==> src/source/ntm_pkg.sv <==
////////////////////
// Shared widths, operation codes and limits for the fixed-point adder tree
// Referenced by scoped names from RTL and testbench
////////////////////

package ntm_pkg;

  ////////////////////
  // Data format
  ////////////////////

  // Signed Q8.8 element
  localparam int DATA_SIZE = 16;
  localparam int FRAC_SIZE = 8;

  // Row and column sizes and counters
  localparam int INDEX_SIZE = 8;
  localparam logic [INDEX_SIZE-1:0] INDEX_ONE = 1;

  ////////////////////
  // Operation codes
  ////////////////////

  localparam logic OP_ADD = 1'b0;
  localparam logic OP_SUB = 1'b1;

  // Saturation limits, most positive and most negative element
  localparam logic signed [DATA_SIZE-1:0] DATA_MAX = {1'b0, {(DATA_SIZE-1){1'b1}}};
  localparam logic signed [DATA_SIZE-1:0] DATA_MIN = {1'b1, {(DATA_SIZE-1){1'b0}}};

  ////////////////////
  // Matrix FSM encoding
  ////////////////////

  localparam logic [1:0] MATRIX_IDLE = 2'd0;
  localparam logic [1:0] MATRIX_RUN  = 2'd1;
  localparam logic [1:0] MATRIX_LAST = 2'd2;

endpackage

==> src/source/scalar_fixed_adder.sv <==
////////////////////
// Saturating add or subtract of one Q8.8 operand pair
// One register stage from OPERAND_ENABLE to RESULT_ENABLE
////////////////////

`timescale 1ns/10ps

module scalar_fixed_adder (
  input  logic                         CLK,
  input  logic                         RST,
  input  logic                         OPERAND_ENABLE,
  input  logic                         OPERATION,
  input  logic [ntm_pkg::DATA_SIZE-1:0] DATA_A_IN,
  input  logic [ntm_pkg::DATA_SIZE-1:0] DATA_B_IN,
  output logic                         RESULT_ENABLE,
  output logic [ntm_pkg::DATA_SIZE-1:0] DATA_OUT
);

  // Operands sign extended by one bit
  logic [ntm_pkg::DATA_SIZE:0] a_ext;
  logic [ntm_pkg::DATA_SIZE:0] b_ext;
  logic [ntm_pkg::DATA_SIZE:0] sum_ext;
  logic                        overflow;
  logic [ntm_pkg::DATA_SIZE-1:0] sum_sat;

  assign a_ext = {DATA_A_IN[ntm_pkg::DATA_SIZE-1], DATA_A_IN};
  assign b_ext = {DATA_B_IN[ntm_pkg::DATA_SIZE-1], DATA_B_IN};

  // Binary point lines up on both sides so no shift is needed
  always_comb begin
    case (OPERATION)
      ntm_pkg::OP_ADD: sum_ext = a_ext + b_ext;
      ntm_pkg::OP_SUB: sum_ext = a_ext - b_ext;
      default:         sum_ext = a_ext + b_ext;
    endcase
  end

  // Top two bits differ on signed overflow
  assign overflow = sum_ext[ntm_pkg::DATA_SIZE] ^ sum_ext[ntm_pkg::DATA_SIZE-1];

  // Clamp toward the sign of the true result
  assign sum_sat = !overflow                   ? sum_ext[ntm_pkg::DATA_SIZE-1:0] :
                   sum_ext[ntm_pkg::DATA_SIZE] ? ntm_pkg::DATA_MIN :
                                                 ntm_pkg::DATA_MAX;

  always_ff @(posedge CLK or posedge RST) begin
    if (RST) begin
      RESULT_ENABLE <= 1'b0;
    end else begin
      RESULT_ENABLE <= OPERAND_ENABLE;
    end
  end

  // Result word
  always_ff @(posedge CLK) begin
    if (OPERAND_ENABLE) begin
      DATA_OUT <= sum_sat;
    end
  end

endmodule

==> src/source/vector_fixed_adder.sv <==
////////////////////
// Row sequencer: pairs A and B elements, feeds the scalar adder
// Three edges from complete pair to DATA_OUT_ENABLE, READY on last result of a row
////////////////////

`timescale 1ns/10ps

module vector_fixed_adder (
  input  logic                           CLK,
  input  logic                           RST,
  input  logic                           START,
  input  logic                           OPERATION,
  input  logic [ntm_pkg::INDEX_SIZE-1:0] SIZE_IN,
  input  logic                           DATA_A_IN_ENABLE,
  input  logic                           DATA_B_IN_ENABLE,
  input  logic [ntm_pkg::DATA_SIZE-1:0]  DATA_A_IN,
  input  logic [ntm_pkg::DATA_SIZE-1:0]  DATA_B_IN,
  output logic                           DATA_OUT_ENABLE,
  output logic                           READY,
  output logic [ntm_pkg::DATA_SIZE-1:0]  DATA_OUT
);

  // Operand side, index 0 is A and 1 is B
  logic [1:0]                    in_enable;
  logic [1:0]                    full;
  logic [1:0]                    avail;
  logic [ntm_pkg::DATA_SIZE-1:0] in_data [2];
  logic [ntm_pkg::DATA_SIZE-1:0] pick [2];
  logic                          pair_issue;

  // Row settings
  logic                           op_reg;
  logic                           op_sel;
  logic [ntm_pkg::INDEX_SIZE-1:0] size_reg;
  logic [ntm_pkg::INDEX_SIZE-1:0] result_cnt;

  // Operand register stage
  logic                          opnd_enable;
  logic                          opnd_op;
  logic [ntm_pkg::DATA_SIZE-1:0] opnd_a;
  logic [ntm_pkg::DATA_SIZE-1:0] opnd_b;

  // Scalar adder answer
  logic                          result_enable;
  logic [ntm_pkg::DATA_SIZE-1:0] result_data;

  assign in_enable  = {DATA_B_IN_ENABLE, DATA_A_IN_ENABLE};
  assign in_data[0] = DATA_A_IN;
  assign in_data[1] = DATA_B_IN;

  // An operand counts as present when held or arriving now
  assign avail      = full | in_enable;
  assign pair_issue = &avail;

  // First pair of a row may issue in the START cycle itself
  assign op_sel = START ? OPERATION : op_reg;

  ////////////////////
  // Holding registers
  ////////////////////

  for (genvar k = 0; k < 2; k++) begin : g_hold
    logic                          full_q;
    logic [ntm_pkg::DATA_SIZE-1:0] hold_q;

    assign full[k] = full_q;
    assign pick[k] = full_q ? hold_q : in_data[k];

    // Held value leaves on issue, a new strobe refills it
    always_ff @(posedge CLK or posedge RST) begin
      if (RST) begin
        full_q <= 1'b0;
      end else if (in_enable[k]) begin
        full_q <= full_q | ~pair_issue;
      end else if (pair_issue) begin
        full_q <= 1'b0;
      end
    end

    // Store when empty and waiting, or when the old one is consumed
    always_ff @(posedge CLK) begin
      if (in_enable[k] && (full_q == pair_issue)) begin
        hold_q <= in_data[k];
      end
    end
  end

  // Operation and row length kept from START
  always_ff @(posedge CLK or posedge RST) begin
    if (RST) begin
      op_reg   <= ntm_pkg::OP_ADD;
      size_reg <= '0;
    end else if (START) begin
      op_reg   <= OPERATION;
      size_reg <= SIZE_IN;
    end
  end

  ////////////////////
  // Edge 1, pair register
  ////////////////////

  always_ff @(posedge CLK or posedge RST) begin
    if (RST) begin
      opnd_enable <= 1'b0;
    end else begin
      opnd_enable <= pair_issue;
    end
  end

  always_ff @(posedge CLK) begin
    if (pair_issue) begin
      opnd_a  <= pick[0];
      opnd_b  <= pick[1];
      opnd_op <= op_sel;
    end
  end

  // Edge 2 inside the scalar adder
  scalar_fixed_adder scalar_fixed_adder0 (
    .CLK           (CLK),
    .RST           (RST),
    .OPERAND_ENABLE(opnd_enable),
    .OPERATION     (opnd_op),
    .DATA_A_IN     (opnd_a),
    .DATA_B_IN     (opnd_b),
    .RESULT_ENABLE (result_enable),
    .DATA_OUT      (result_data)
  );

  ////////////////////
  // Edge 3, output and row count
  ////////////////////

  // Counter wraps at row end so a following row can already be in flight
  always_ff @(posedge CLK or posedge RST) begin
    if (RST) begin
      DATA_OUT_ENABLE <= 1'b0;
      READY           <= 1'b0;
      DATA_OUT        <= '0;
      result_cnt      <= '0;
    end else begin
      DATA_OUT_ENABLE <= result_enable;
      READY           <= 1'b0;
      if (result_enable) begin
        DATA_OUT <= result_data;
        if (result_cnt == size_reg - ntm_pkg::INDEX_ONE) begin
          READY      <= 1'b1;
          result_cnt <= '0;
        end else begin
          result_cnt <= result_cnt + ntm_pkg::INDEX_ONE;
        end
      end
    end
  end

endmodule

==> src/source/matrix_fixed_adder.sv <==
////////////////////
// Matrix add/subtract engine, top level
// Latches sizes on START, one vector row per A I enable, frames rows and matrix end
////////////////////

`timescale 1ns/10ps

module matrix_fixed_adder (
  input  logic                           CLK,
  input  logic                           RST,
  input  logic                           START,
  output logic                           READY,
  input  logic                           OPERATION,
  input  logic                           DATA_A_IN_I_ENABLE,
  input  logic                           DATA_A_IN_J_ENABLE,
  input  logic                           DATA_B_IN_I_ENABLE,
  input  logic                           DATA_B_IN_J_ENABLE,
  output logic                           DATA_OUT_I_ENABLE,
  output logic                           DATA_OUT_J_ENABLE,
  input  logic [ntm_pkg::INDEX_SIZE-1:0] SIZE_I_IN,
  input  logic [ntm_pkg::INDEX_SIZE-1:0] SIZE_J_IN,
  input  logic [ntm_pkg::DATA_SIZE-1:0]  DATA_A_IN,
  input  logic [ntm_pkg::DATA_SIZE-1:0]  DATA_B_IN,
  output logic [ntm_pkg::DATA_SIZE-1:0]  DATA_OUT
);

  // FSM and matrix settings
  logic [1:0]                     state;
  logic                           active;
  logic                           op_reg;
  logic [ntm_pkg::INDEX_SIZE-1:0] size_i_reg;
  logic [ntm_pkg::INDEX_SIZE-1:0] size_j_reg;
  logic [ntm_pkg::INDEX_SIZE-1:0] row_cnt;
  logic                           first_pending;

  // Vector adder side
  logic                          vec_start;
  logic                          vec_a_enable;
  logic                          vec_b_enable;
  logic                          vec_out_enable;
  logic                          vec_ready;
  logic [ntm_pkg::DATA_SIZE-1:0] vec_data_out;
  logic                          row_done;

  assign active = (state != ntm_pkg::MATRIX_IDLE);

  ////////////////////
  // Input forwarding
  ////////////////////

  // Strobes outside an operation are dropped here
  assign vec_start    = active & DATA_A_IN_I_ENABLE;
  assign vec_a_enable = active & (DATA_A_IN_I_ENABLE | DATA_A_IN_J_ENABLE);
  assign vec_b_enable = active & (DATA_B_IN_I_ENABLE | DATA_B_IN_J_ENABLE);

  vector_fixed_adder vector_fixed_adder0 (
    .CLK             (CLK),
    .RST             (RST),
    .START           (vec_start),
    .OPERATION       (op_reg),
    .SIZE_IN         (size_j_reg),
    .DATA_A_IN_ENABLE(vec_a_enable),
    .DATA_B_IN_ENABLE(vec_b_enable),
    .DATA_A_IN       (DATA_A_IN),
    .DATA_B_IN       (DATA_B_IN),
    .DATA_OUT_ENABLE (vec_out_enable),
    .READY           (vec_ready),
    .DATA_OUT        (vec_data_out)
  );

  ////////////////////
  // Output framing
  ////////////////////

  // Vector READY comes with its last result
  assign row_done = active & vec_out_enable & vec_ready;

  // No extra cycle, re-mark of vector strobes
  assign DATA_OUT_J_ENABLE = active & vec_out_enable;
  assign DATA_OUT_I_ENABLE = active & vec_out_enable & first_pending;
  assign READY             = row_done & (state == ntm_pkg::MATRIX_LAST);
  assign DATA_OUT          = vec_data_out;

  ////////////////////
  // Row FSM
  ////////////////////

  always_ff @(posedge CLK or posedge RST) begin
    if (RST) begin
      state      <= ntm_pkg::MATRIX_IDLE;
      op_reg     <= ntm_pkg::OP_ADD;
      size_i_reg <= '0;
      size_j_reg <= '0;
      row_cnt    <= '0;
    end else begin
      case (state)
        ntm_pkg::MATRIX_IDLE: begin
          if (START) begin
            op_reg     <= OPERATION;
            size_i_reg <= SIZE_I_IN;
            size_j_reg <= SIZE_J_IN;
            row_cnt    <= '0;
            // Single row matrix goes straight to its last row
            if (SIZE_I_IN == ntm_pkg::INDEX_ONE) begin
              state <= ntm_pkg::MATRIX_LAST;
            end else begin
              state <= ntm_pkg::MATRIX_RUN;
            end
          end
        end
        ntm_pkg::MATRIX_RUN: begin
          if (row_done) begin
            row_cnt <= row_cnt + ntm_pkg::INDEX_ONE;
            // Next row is the final one
            if (row_cnt + ntm_pkg::INDEX_ONE == size_i_reg - ntm_pkg::INDEX_ONE) begin
              state <= ntm_pkg::MATRIX_LAST;
            end
          end
        end
        ntm_pkg::MATRIX_LAST: begin
          if (row_done) begin
            state <= ntm_pkg::MATRIX_IDLE;
          end
        end
        default: begin
          state <= ntm_pkg::MATRIX_IDLE;
        end
      endcase
    end
  end

  // Marks the next result as a row start
  always_ff @(posedge CLK or posedge RST) begin
    if (RST) begin
      first_pending <= 1'b0;
    end else if (!active) begin
      first_pending <= START;
    end else if (vec_out_enable) begin
      first_pending <= vec_ready;
    end
  end

endmodule

==> config.mk <==
export PLATFORM = sky130hd
export DESIGN_NAME = matrix_fixed_adder
export DESIGN_NICKNAME = d
export VERILOG_FILES = /design/src/source/ntm_pkg.sv /design/src/source/scalar_fixed_adder.sv /design/src/source/vector_fixed_adder.sv /design/src/source/matrix_fixed_adder.sv
export SDC_FILE = /design/constraint.sdc
export NUM_CORES = 1
export LEC_CHECK = 0
export ABC_CLOCK_PERIOD_IN_PS = 3800
export BUFFER_PORTS_ARGS = -buffer_cell sky130_fd_sc_hd__buf_4
export CAP_MARGIN = 20
export CORE_ASPECT_RATIO = 1.1
export CORE_UTILIZATION = 50
export DETAILED_ROUTE_END_ITERATION = 8
export PLACE_DENSITY = 0.72
export SLEW_MARGIN = 20
export SYNTH_ARGS = -nofsm -noshare
export SYNTH_HDL_FRONTEND = slang
export SYNTH_SLANG_ARGS = --single-unit
export TNS_END_PERCENT = 10
==> constraint.sdc <==
create_clock -name CLK -period 3.8 [get_ports CLK]
set_input_delay 0.95 -clock CLK [delete_from_list [all_inputs] [get_ports CLK]]
set_output_delay 0.95 -clock CLK [all_outputs]
set_load 0.1 [all_outputs]
## Word level (Yosys, flattened, before mapping)

Index checks and enable logic that the tools add are counted.

| cells by class | value |
|---|---|
| $add $sub $neg | 6 |
| equality and inequality tests | 12 |
| multiplexer cells | 23 |
| bitwise operators | 15 |
| reductions and logical operators | 11 |

Operator list:

| cell | count |
|---|---|
| $mux 16 | 4 |
| $pmux 17 s2 | 1 |
| $mux 8 | 3 |
| $add 16x16->17 | 1 |
| $sub 16x16->17 | 1 |
| $add 8x1->8 const B | 2 |
| $eq 8x8->1 | 2 |
| $pmux 8 s2 | 1 |
| $sub 8x1->8 const B | 2 |
| $mux 2 | 5 |
| $eq 8x1->1 const B | 1 |
| $mux 1 | 8 |
| $ne 2x2->1 const B | 4 |
| $reduce_bool 2->1 | 4 |
| $and 1x1->1 | 7 |
| $pmux 2 s3 | 1 |
| $or 1x1->1 | 4 |
| $reduce_and 2->1 | 2 |
| $reduce_and 4->1 | 1 |
| $reduce_and 3->1 | 1 |
| $eq 1x1->1 | 2 |
| $eq 2x1->1 const B | 1 |
| $eq 2x2->1 const B | 1 |
| $logic_and 1x1->1 | 2 |
| 5 further kinds | 6 |

| storage, ports and cells | value |
|---|---|
| flip-flop bits (word level) | 148 |
| bits of input ports | 56 |
| output and inout bits | 19 |
| word-level logic and storage cells | 89 |

## Depth between registers and ports, before layout

Gate-level depths: netlist of run 1.

| logic depth | value |
|---|---|
| depth after elaboration | 7 |
| gate-level depth with buffers | 15 |
| mapped depth without buffers | 13 |

## Cells and area by module

A second synthesis of run 1 with hierarchy kept.

| second synthesis, totals | value |
|---|---|
| cell total of the unflattened synthesis | 595 |
| area, all modules | 7569.8 µm² |

By module, submodules not included:

| module | instances | cells each | area each (µm²) | seq. area each (µm²) |
|---|---|---|---|---|
| vector_fixed_adder | 1 | 253 | 4197.8 | 2902.8 |
| scalar_fixed_adder | 1 | 193 | 1829.3 | 505.5 |
| matrix_fixed_adder | 1 | 149 | 1542.7 | 700.7 |

## Worst setup path after synthesis of run 1

Ideal clock, no wire load.

| timing | value |
|---|---|
| path type | input -> register |
| start | input port DATA_A_IN_J_ENABLE |
| end | register vector_fixed_adder0.g_hold[0].hold_q[0] (netlist name), enable pin |
| setup time | 0.319 ns |
| data arrival time | 3.495 ns |
| required time | 3.481 ns |
| setup slack | -0.014 ns |
| stages on the path | 6 |
| path buffers | 0 |
| path through | nor2_1 nor2_1 nor2_1 nor2_1 ha_1 and2_1 |

| on the way | value |
|---|---|
| cells in the longest elaborated chain, start to end | 6 |

Ends and longest elaborated chain:

| what | line | RTL |
|---|---|---|
| from (decl) | matrix_fixed_adder.sv:15 | `input logic DATA_A_IN_J_ENABLE,` |
| $or 1x1->1 | matrix_fixed_adder.sv:53 | `assign vec_a_enable = active & (DATA_A_IN_I_ENABLE \| DATA_A_IN_J_ENABLE);` |
| $and 1x1->1 | matrix_fixed_adder.sv:53 |  |
| $or 2x2->2 | vector_fixed_adder.sv:52 | `assign avail = full \| in_enable;` |
| $reduce_and 2->1 | vector_fixed_adder.sv:53 | `assign pair_issue = &avail;` |
| via vector_fixed_adder0.pair_issue | vector_fixed_adder.sv:29 | `logic pair_issue;` |
| $eq 1x1->1 | vector_fixed_adder.sv:82 | `if (in_enable[k] && (full_q == pair_issue)) begin` |
| $logic_and 1x1->1 | vector_fixed_adder.sv:82 |  |
| to (signal assigned) | vector_fixed_adder.sv:83 | `hold_q <= in_data[k];` |
| to (decl) | vector_fixed_adder.sv:64 | `logic [ntm_pkg::DATA_SIZE-1:0] hold_q;` |

The timed path passes the listed nets, and every way through them passes these cells.
A chain may end at the register's enable or synchronous reset.

## Worst setup path in the final report of run 1

| timing | value |
|---|---|
| start | register vector_fixed_adder0.opnd_b[5] (netlist name) |
| end | register vector_fixed_adder0.scalar_fixed_adder0.DATA_OUT[3] (netlist name) (data pin) |

| on the way | value |
|---|---|
| cells in the longest elaborated chain, start to end | 4 |
| elaborated cells between the ends (all ways) | 6 |
| classes of those cells | add/sub: 2; mux: 3; bitwise: 1 |

Ends and longest elaborated chain:

| what | line | RTL |
|---|---|---|
| from (decl) | vector_fixed_adder.sv:41 | `logic [ntm_pkg::DATA_SIZE-1:0] opnd_b;` |
| from (signal assigned) | vector_fixed_adder.sv:114 | `opnd_b <= pick[1];` |
| $sub 16x16->17 / $add 16x16->17 (equally long branches) | scalar_fixed_adder.sv:33, scalar_fixed_adder.sv:32 |  |
| $pmux 17 s2 (*) | scalar_fixed_adder.sv:31 | `case (OPERATION)` |
| $mux 16 / $xor 1x1->1 (equally long branches) | scalar_fixed_adder.sv:43, scalar_fixed_adder.sv:39 |  |
| $mux 16 (*) | scalar_fixed_adder.sv:42 | `assign sum_sat = !overflow ? sum_ext[ntm_pkg::DATA_SIZE-1:0] :` |
| via vector_fixed_adder0.scalar_fixed_adder0.sum_sat, one bit | scalar_fixed_adder.sv:24 | `logic [ntm_pkg::DATA_SIZE-1:0] sum_sat;` |
| to (signal assigned) | scalar_fixed_adder.sv:57 | `DATA_OUT <= sum_sat;` |
| to (decl) | scalar_fixed_adder.sv:16 | `output logic [ntm_pkg::DATA_SIZE-1:0] DATA_OUT` |

Mark *: on every way through the listed nets, which the timed path passes. The rest lies on a longest branch.

==> qor.yml, run 1 <==
critical_path:
  worstPathCellList: "nor4_4 -> nor4b_4 -> a21oi_1 -> xnor2_1 -> ha_1 -> nand4_1 -> inv_1 -> nand2_1 -> o21ai_1 -> xnor2_2 -> buf_4 -> maj3_1"
  slowest_delay_ns: 0.46
  crit_required_ns: 3.96
  endpoint_kind: "register"
  r2r_start: "vector_fixed_adder0.opnd_b[5]"
  worst_setup_path_start_kind: "register"
  worst_path_max_delay_cell: "edfxtp_1"
  cp_top_family: "simple AND/OR/NAND/NOR gates"
  crit_type: "reg2reg"
  startpoint: "vector_fixed_adder0.opnd_b[5]"
  critPathMaxFanout: 16
  critPathBufInv: 2
  crit_arrival_ns: 3.72
synthesis:
  synth_top_family_by_area: "multiplexers"
  synth-simple-area-share: 0.109
  yosys_warnings: 0
  synthesis.nets: 679
  synth_xor_area_frac: 0.0689
  synthArstFlopShare: 0.453
  synth-compound-area-share: 0.0739
  synthCells: 599
  synth_top_area_frac: 0.326
  synth_seq_cells: 148
  ys_seq_area_frac: 0.550
  synthDistinctLibCells: 60
  syn-cell-area_mm2: 0.00747
  synth_mux_area_frac: 0.117
  synth-edff-count: 81
  synth_fa_ha_area_frac: 0.0628
  synth_area_leaders: "edfxtp_1, dfrtp_1, mux2_2"
  synth_ff_type: "edfxtp_1"
  avgSynthCellArea_um2: 12.5
  synth_top_cell_by_area: "edfxtp_1"
timing:
  worstMarginPinSlew_ns: 0.881
  finClkSkew_ns: 0.00692
  setup_viol: 0
  period_share: 0.937
  fin_ws_ns: 0.240
  slew_headroom: 0.413
  hold_viol: 0
  max_freq_mhz: 281
  setup_tns_ns: 0
  finalCriticalPeriod_ns: 3.56
  rsz0062_at_grt: "no"
  drv_slew: 0
global_route:
  first_global_vias: 4755
  grtUsageTotal: 0.192
  grt_overflow: 0
  antenna_found_initial: 0
  grt_pass1_wl_mm: 23.2
  grt_max_degree: 52
finish:
  layout_commonest_cell: "buf_4"
  largest_register: "vector_fixed_adder0.g_hold.hold_q"
  diodes: 0
  drive_gt1_frac: 0.295
  synthToLayoutAreaGrowth_pct: 19.3
  largest_reg_flops: 32
  postLayoutCellArea_mm2: 0.00890
  fin_nets: 768
  layout_common_cells: "buf_4, edfxtp_1, mux2_2, dfrtp_1"
route:
  ant_nets: 0
  wl_per_cell_um: 15.4
  drt_first_pass_iters: 5
  routed_via_density: 5.37
  drt_first_iter_violations: 314
  via_count: 4795
  totalWireLength_mm: 13.7
  drc_errors: 0
floorplan:
  die_area_mm2: 0.0154
  num_rows: 46
  core_mm2: 0.0145
  initial_utilization: 0.515
  ios: 75
  dieHeight_um: 130
  die_w_um: 119
place:
  port_buffers: 74
  place_hpwl_mm: 10.0
  place_area_mm2: 0.00826
  place_ws_ns: 0.0203
  place_congestion: 0.831
clock_network:
  clock_sinks: 148
  clock_latency_ns: 0.42
  holdBufCountCts: 0
  cts_tree: "done"
  cts-root-buf: "clkbuf_16"
  cts_buffer_depth: 2
  numCtsBuffers: 17
  cts-htree-levels: 4
  clkTransAtPathRegs_ns: 0.06
run:
  drv_cap: 0
run_status:
  run_status: "finished clean"
hold_path:
  min_path_type: "reg2reg"
## final cells by class
cell class                      count  area (µm²)
Clock buffer                       17         425
Inverter                           20        76.3
Clock inverter                     15         183
Timing Repair Buffer               83         636
Tap cell                          192         240
Multi-Input combinational cell    418        3240
Sequential cell                   148        4110
Fill cell                        1161        5600
## per-layer routing
layer	vias to the layer above	part of all wire	global-route usage
met5	-	0	0
met4	0	0.018	0.0871
met3	16	0.034	0.0380
met2	120	0.48	0.311
met1	2267	0.47	0.253
li1	2392	-	-
## repair_timing
action,4_1_cts,5_1_grt
pin swaps,0,1
setup endpoints to repair,1,15
hold endpoints to repair,0,0
buffers inserted,0,1
gates resized for setup,1,2
cloned,0,0
## synth_stat cells, drive strengths merged (9+ instances only)
cell and instances:
edfxtp 81, mux2 74, dfrtp 67, xnor2 45, nor2 44, nand2 34
a21oi 30, ha 23, o21ai 22, inv 20, nor3 19, maj3 15
nand3 12, xor2 12, clkbuf 9
## metrics by stage
step                      utilization  hold WS (ns)  cells
after floorplan                     -         0.427    599
after global placement          0.570         0.465    860
after detailed placement        0.570         0.463    860
after CTS                       0.612         0.479    892
after global routing            0.614         0.486    893
final                           0.614         0.474    893
## worst reg2reg max path, cell delays in order, from the launching register on
cell	delay, ns
edfxtp_1	0.46
nor4_4	0.38
nor4b_4	0.34
a21oi_1	0.13
xnor2_1	0.15
ha_1	0.40
nand4_1	0.29
inv_1	0.20
nand2_1	0.07
o21ai_1	0.20
xnor2_2	0.10
buf_4	0.20
maj3_1	0.36
## final timing paths
check	end	slack [ns]	cells after the start
min in group asynchronous	size_j_reg[7]	0.69	2
max	register	0.24	12
max reg2reg	register	0.24	12
max in group asynchronous	vector_fixed_adder0.DATA_OUT[0]	2.38	3
min reg2reg	vector_fixed_adder0.DATA_OUT[9]	0.47	1
min	vector_fixed_adder0.DATA_OUT[9]	0.47	1
## logic make-up (layout without fill, tap and decap cells)
family                   count (synthesis)  after routing
adder cells (fa/ha/maj)                 39             39
XOR/XNOR                                57             57
flip-flops                             148            148
multiplexers                            78             78
buffers and inverters                   33            135
AO/OA/AOI/OAI                           88             88
AND/OR/NAND/NOR                        156            156
Power of run 1 is not shown: default switching activity piles up to over one toggle a cycle in this logic, so the estimate is an artifact.
==> run 2: changes to the inputs <==
--- a/config.mk
+++ b/config.mk
@@ -5,6 +5,7 @@
 export SDC_FILE = /design/constraint.sdc
 export NUM_CORES = 1
 export LEC_CHECK = 0
+export ABC_AREA = 1
 export ABC_CLOCK_PERIOD_IN_PS = 3800
 export BUFFER_PORTS_ARGS = -buffer_cell sky130_fd_sc_hd__buf_4
 export CAP_MARGIN = 20
@@ -15,5 +16,5 @@
 export SLEW_MARGIN = 20
 export SYNTH_ARGS = -nofsm -noshare
 export SYNTH_HDL_FRONTEND = slang
+export SYNTH_HIERARCHICAL = 1
 export SYNTH_SLANG_ARGS = --single-unit
-export TNS_END_PERCENT = 10
==> run 2 against run 1 <==
Clock skew about the same. Maximum frequency grew 14%. Utilization barely moved. Count of clock-buffer cells in the layout is the same. Via count grew 27%.
==> qor.yml, run 2 <==
timing:
  setup_tns_ns: 0  # unchanged
  drv_slew: 0  # unchanged
  rsz0062_at_grt: "no"
  max_freq_mhz: 321  # +14%
  finClkSkew_ns: 0.00683  # -0.0000889 ns
  slew_headroom: 0.445  # +0.0325
  fin_ws_ns: 0.684  # +0.443 ns
  period_share: 0.820  # -0.117
  finalCriticalPeriod_ns: 3.12  # -0.443 ns
  hold_viol: 0  # unchanged
  setup_viol: 0  # unchanged
  worstMarginPinSlew_ns: 0.832  # -0.0496 ns
  holdWs_ns: 0.400  # -0.0743 ns
synthesis:
  ys_seq_area_frac: 0.517  # -0.0329
  synth.top_cells.by_count: "nand2_1, inv_1, edfxtp_1"
  synthArstFlopShare: 0.453  # unchanged
  synthesis.nets: 1026  # +51%
  synth_seq_cells: 148  # unchanged
  synth_top_cell_by_area: "edfxtp_1"
  synthCells: 946  # +58%
  synth_top_area_frac: 0.306  # -0.0195
  avgSynthCellArea_um2: 8.39  # -33%
  synthDistinctLibCells: 44  # -27%
  synth_ff_type: "edfxtp_1"
  synth_area_leaders: "edfxtp_1, dfrtp_1, nand2_1"
  yosys_warnings: 6  # +6
  synth.most_common_cell: "nand2_1"
  syn-cell-area_mm2: 0.00794  # +6.4%
  synth-edff-count: 81  # unchanged
clock_network:
  clock_sinks: 148  # unchanged
  cts_resized: 0  # -1
  clkTransAtPathRegs_ns: 0.06  # about the same
  cts-root-buf: "clkbuf_16"
  clock_latency_ns: 0.42  # about the same
  holdBufCountCts: 0  # unchanged
  postCtsSetupBuffers: 0  # unchanged
  numCtsBuffers: 17  # unchanged
  cts-htree-levels: 4  # unchanged
  cts_tree: "done"
  cts_buffer_depth: 2  # unchanged
finish:
  fin_nets: 1105  # +44%
  fillers: 1325  # +14%
  layout_commonest_cell: "nand2_1"
  synthToLayoutAreaGrowth_pct: 18.2
  layout_common_cells: "nand2_1, inv_1, edfxtp_1, buf_4, dfrtp_1"
  multiInputGateArea_mm2: 0.00334  # +3.4%
  diodes: 0  # unchanged
  largest_register: "vector_fixed_adder0/g_hold.hold_q"
  drive_gt1_frac: 0.153  # -0.142
  regArea_mm2: 0.00411  # unchanged
  largest_reg_flops: 32  # unchanged
place:
  place_ws_ns: 0.727  # +0.706 ns
  place_hpwl_mm: 12.1  # +21%
  port_buffers: 74  # unchanged
  place_congestion: 0.940  # +13%
route:
  drt_first_pass_iters: 5  # unchanged
  routed_via_density: 4.93  # -8.1%
  via_count: 6087  # +27%
  ant_nets: 0  # unchanged
  drt_first_iter_violations: 378  # +20%
  drc_errors: 0  # unchanged
  totalWireLength_mm: 15.9  # +16%
  wl_per_cell_um: 12.9  # -16%
global_route:
  grt_pass1_wl_mm: 26.8  # +15%
  first_global_vias: 5888  # +24%
  grtUsageTotal: 0.211  # +0.0186
  grt_max_degree: 29  # -44%
  antenna_found_initial: 0  # unchanged
  grt_overflow: 0  # unchanged
floorplan:
  die_area_mm2: 0.0164  # +6.2%
  die_w_um: 122  # +3.1%
  ios: 75  # unchanged
  dieHeight_um: 134  # +3.1%
  num_rows: 47  # +2.2%
  initial_utilization: 0.519  # +0.00456
  core_mm2: 0.0153  # +5.4%
critical_path:
  critPathMaxFanout: 15  # -1
  worst_setup_path_start_kind: "register"
  crit_type: "reg2reg"
  crit_arrival_ns: 3.28  # -0.44 ns
  endpoint_kind: "register"
  crit_required_ns: 3.97  # about the same
hold_path:
  min_path_type: "in2async"
run:
  drv_cap: 0  # unchanged
run_status:
  run_status: "finished clean"
run 2: cell count changes after synthesis, sizes merged, moves of 10 or more:
cell	change
nor3	-13
a21oi	-15
xnor2	-33
mux2	-71
xor2	+14
nand2	+372
nand3	+31
o21ai	+10
inv	+83
nor2	+27
maj3	-15
run 2: cells by family (layout without fill, tap and decap cells):
family          Yosys count  after routing  share of synthesized area
compound gates           61             61                     0.0435
xor+xnor                 38             38                     0.0419
fa+ha+maj                24             24                     0.0388
buf+inv                 125            217                     0.0616
flops                   148            148                      0.517
mux                       3              3                    0.00425
simple gates            547            547                      0.292
run 2: area by class of cell:
class                   instances  share of cell area
clock buffers                  17              0.0453
clock inverters                15              0.0267
inverters                     105              0.0420
multi-input cells             673               0.356
flip-flops and latches        148               0.438
well taps                     196              0.0261
repair buffers                 80              0.0661
run 2: path summary, 6_finish.rpt:
| path | startpoint | endpoint | slack [ns] | depth (start not counted) |
|---|---|---|---|---|
| worst max-delay path | vector_fixed_adder0/opnd_b[6] | register | 0.68 | 17 |
| max in group asynchronous | RST | vector_fixed_adder0/DATA_OUT[14] | 2.33 | 3 |
| worst min register to register | register | vector_fixed_adder0/DATA_OUT[10] | 0.45 | 2 |
| min in group CLK | register | vector_fixed_adder0/DATA_OUT[10] | 0.45 | 2 |
| worst min-delay path | RST | async pin | 0.40 | 2 |
| worst max register to register | vector_fixed_adder0/opnd_b[6] | register | 0.68 | 17 |
run 2: routing by layer:
metal / wire length, µm / vias to the layer above / track usage
met2: 7890 / 109 / 0.358
li1: - / 3164 / -
met5: 0 / - / 0
met3: 457 / 27 / 0.0319
met4: 433 / 0 / 0.102
met1: 7100 / 2787 / 0.261
run 2: per-stage QoR:
| step | std cells | area [µm²] | utilization |
|---|---|---|---|
| 2_1_floorplan | 946 | 7940 | - |
| 3_3_place_gp | 1201 | 8690 | 0.568 |
| 3_5_place_dp | 1202 | 8710 | 0.570 |
| 4_1_cts | 1234 | 9390 | 0.614 |
| 5_1_grt | 1234 | 9390 | 0.614 |
| 6_report | 1234 | 9390 | 0.614 |
run 2: worst max-delay path, cell delays in order, from the launching register on:
cell      delay, ns
edfxtp_1       0.44
nor2_1         0.19
nand2_2        0.10
nor3_1         0.27
a21o_1         0.22
xor2_1         0.16
inv_1          0.06
ha_1           0.33
a21oi_1        0.21
nand2_1        0.12
nand2_1        0.07
nand2_1        0.04
a21oi_1        0.21
nand2_4        0.10
nand2_4        0.09
nand2_4        0.11
nand3_1        0.10
nand2_1        0.05
Power of run 2 is left out for the same reason.
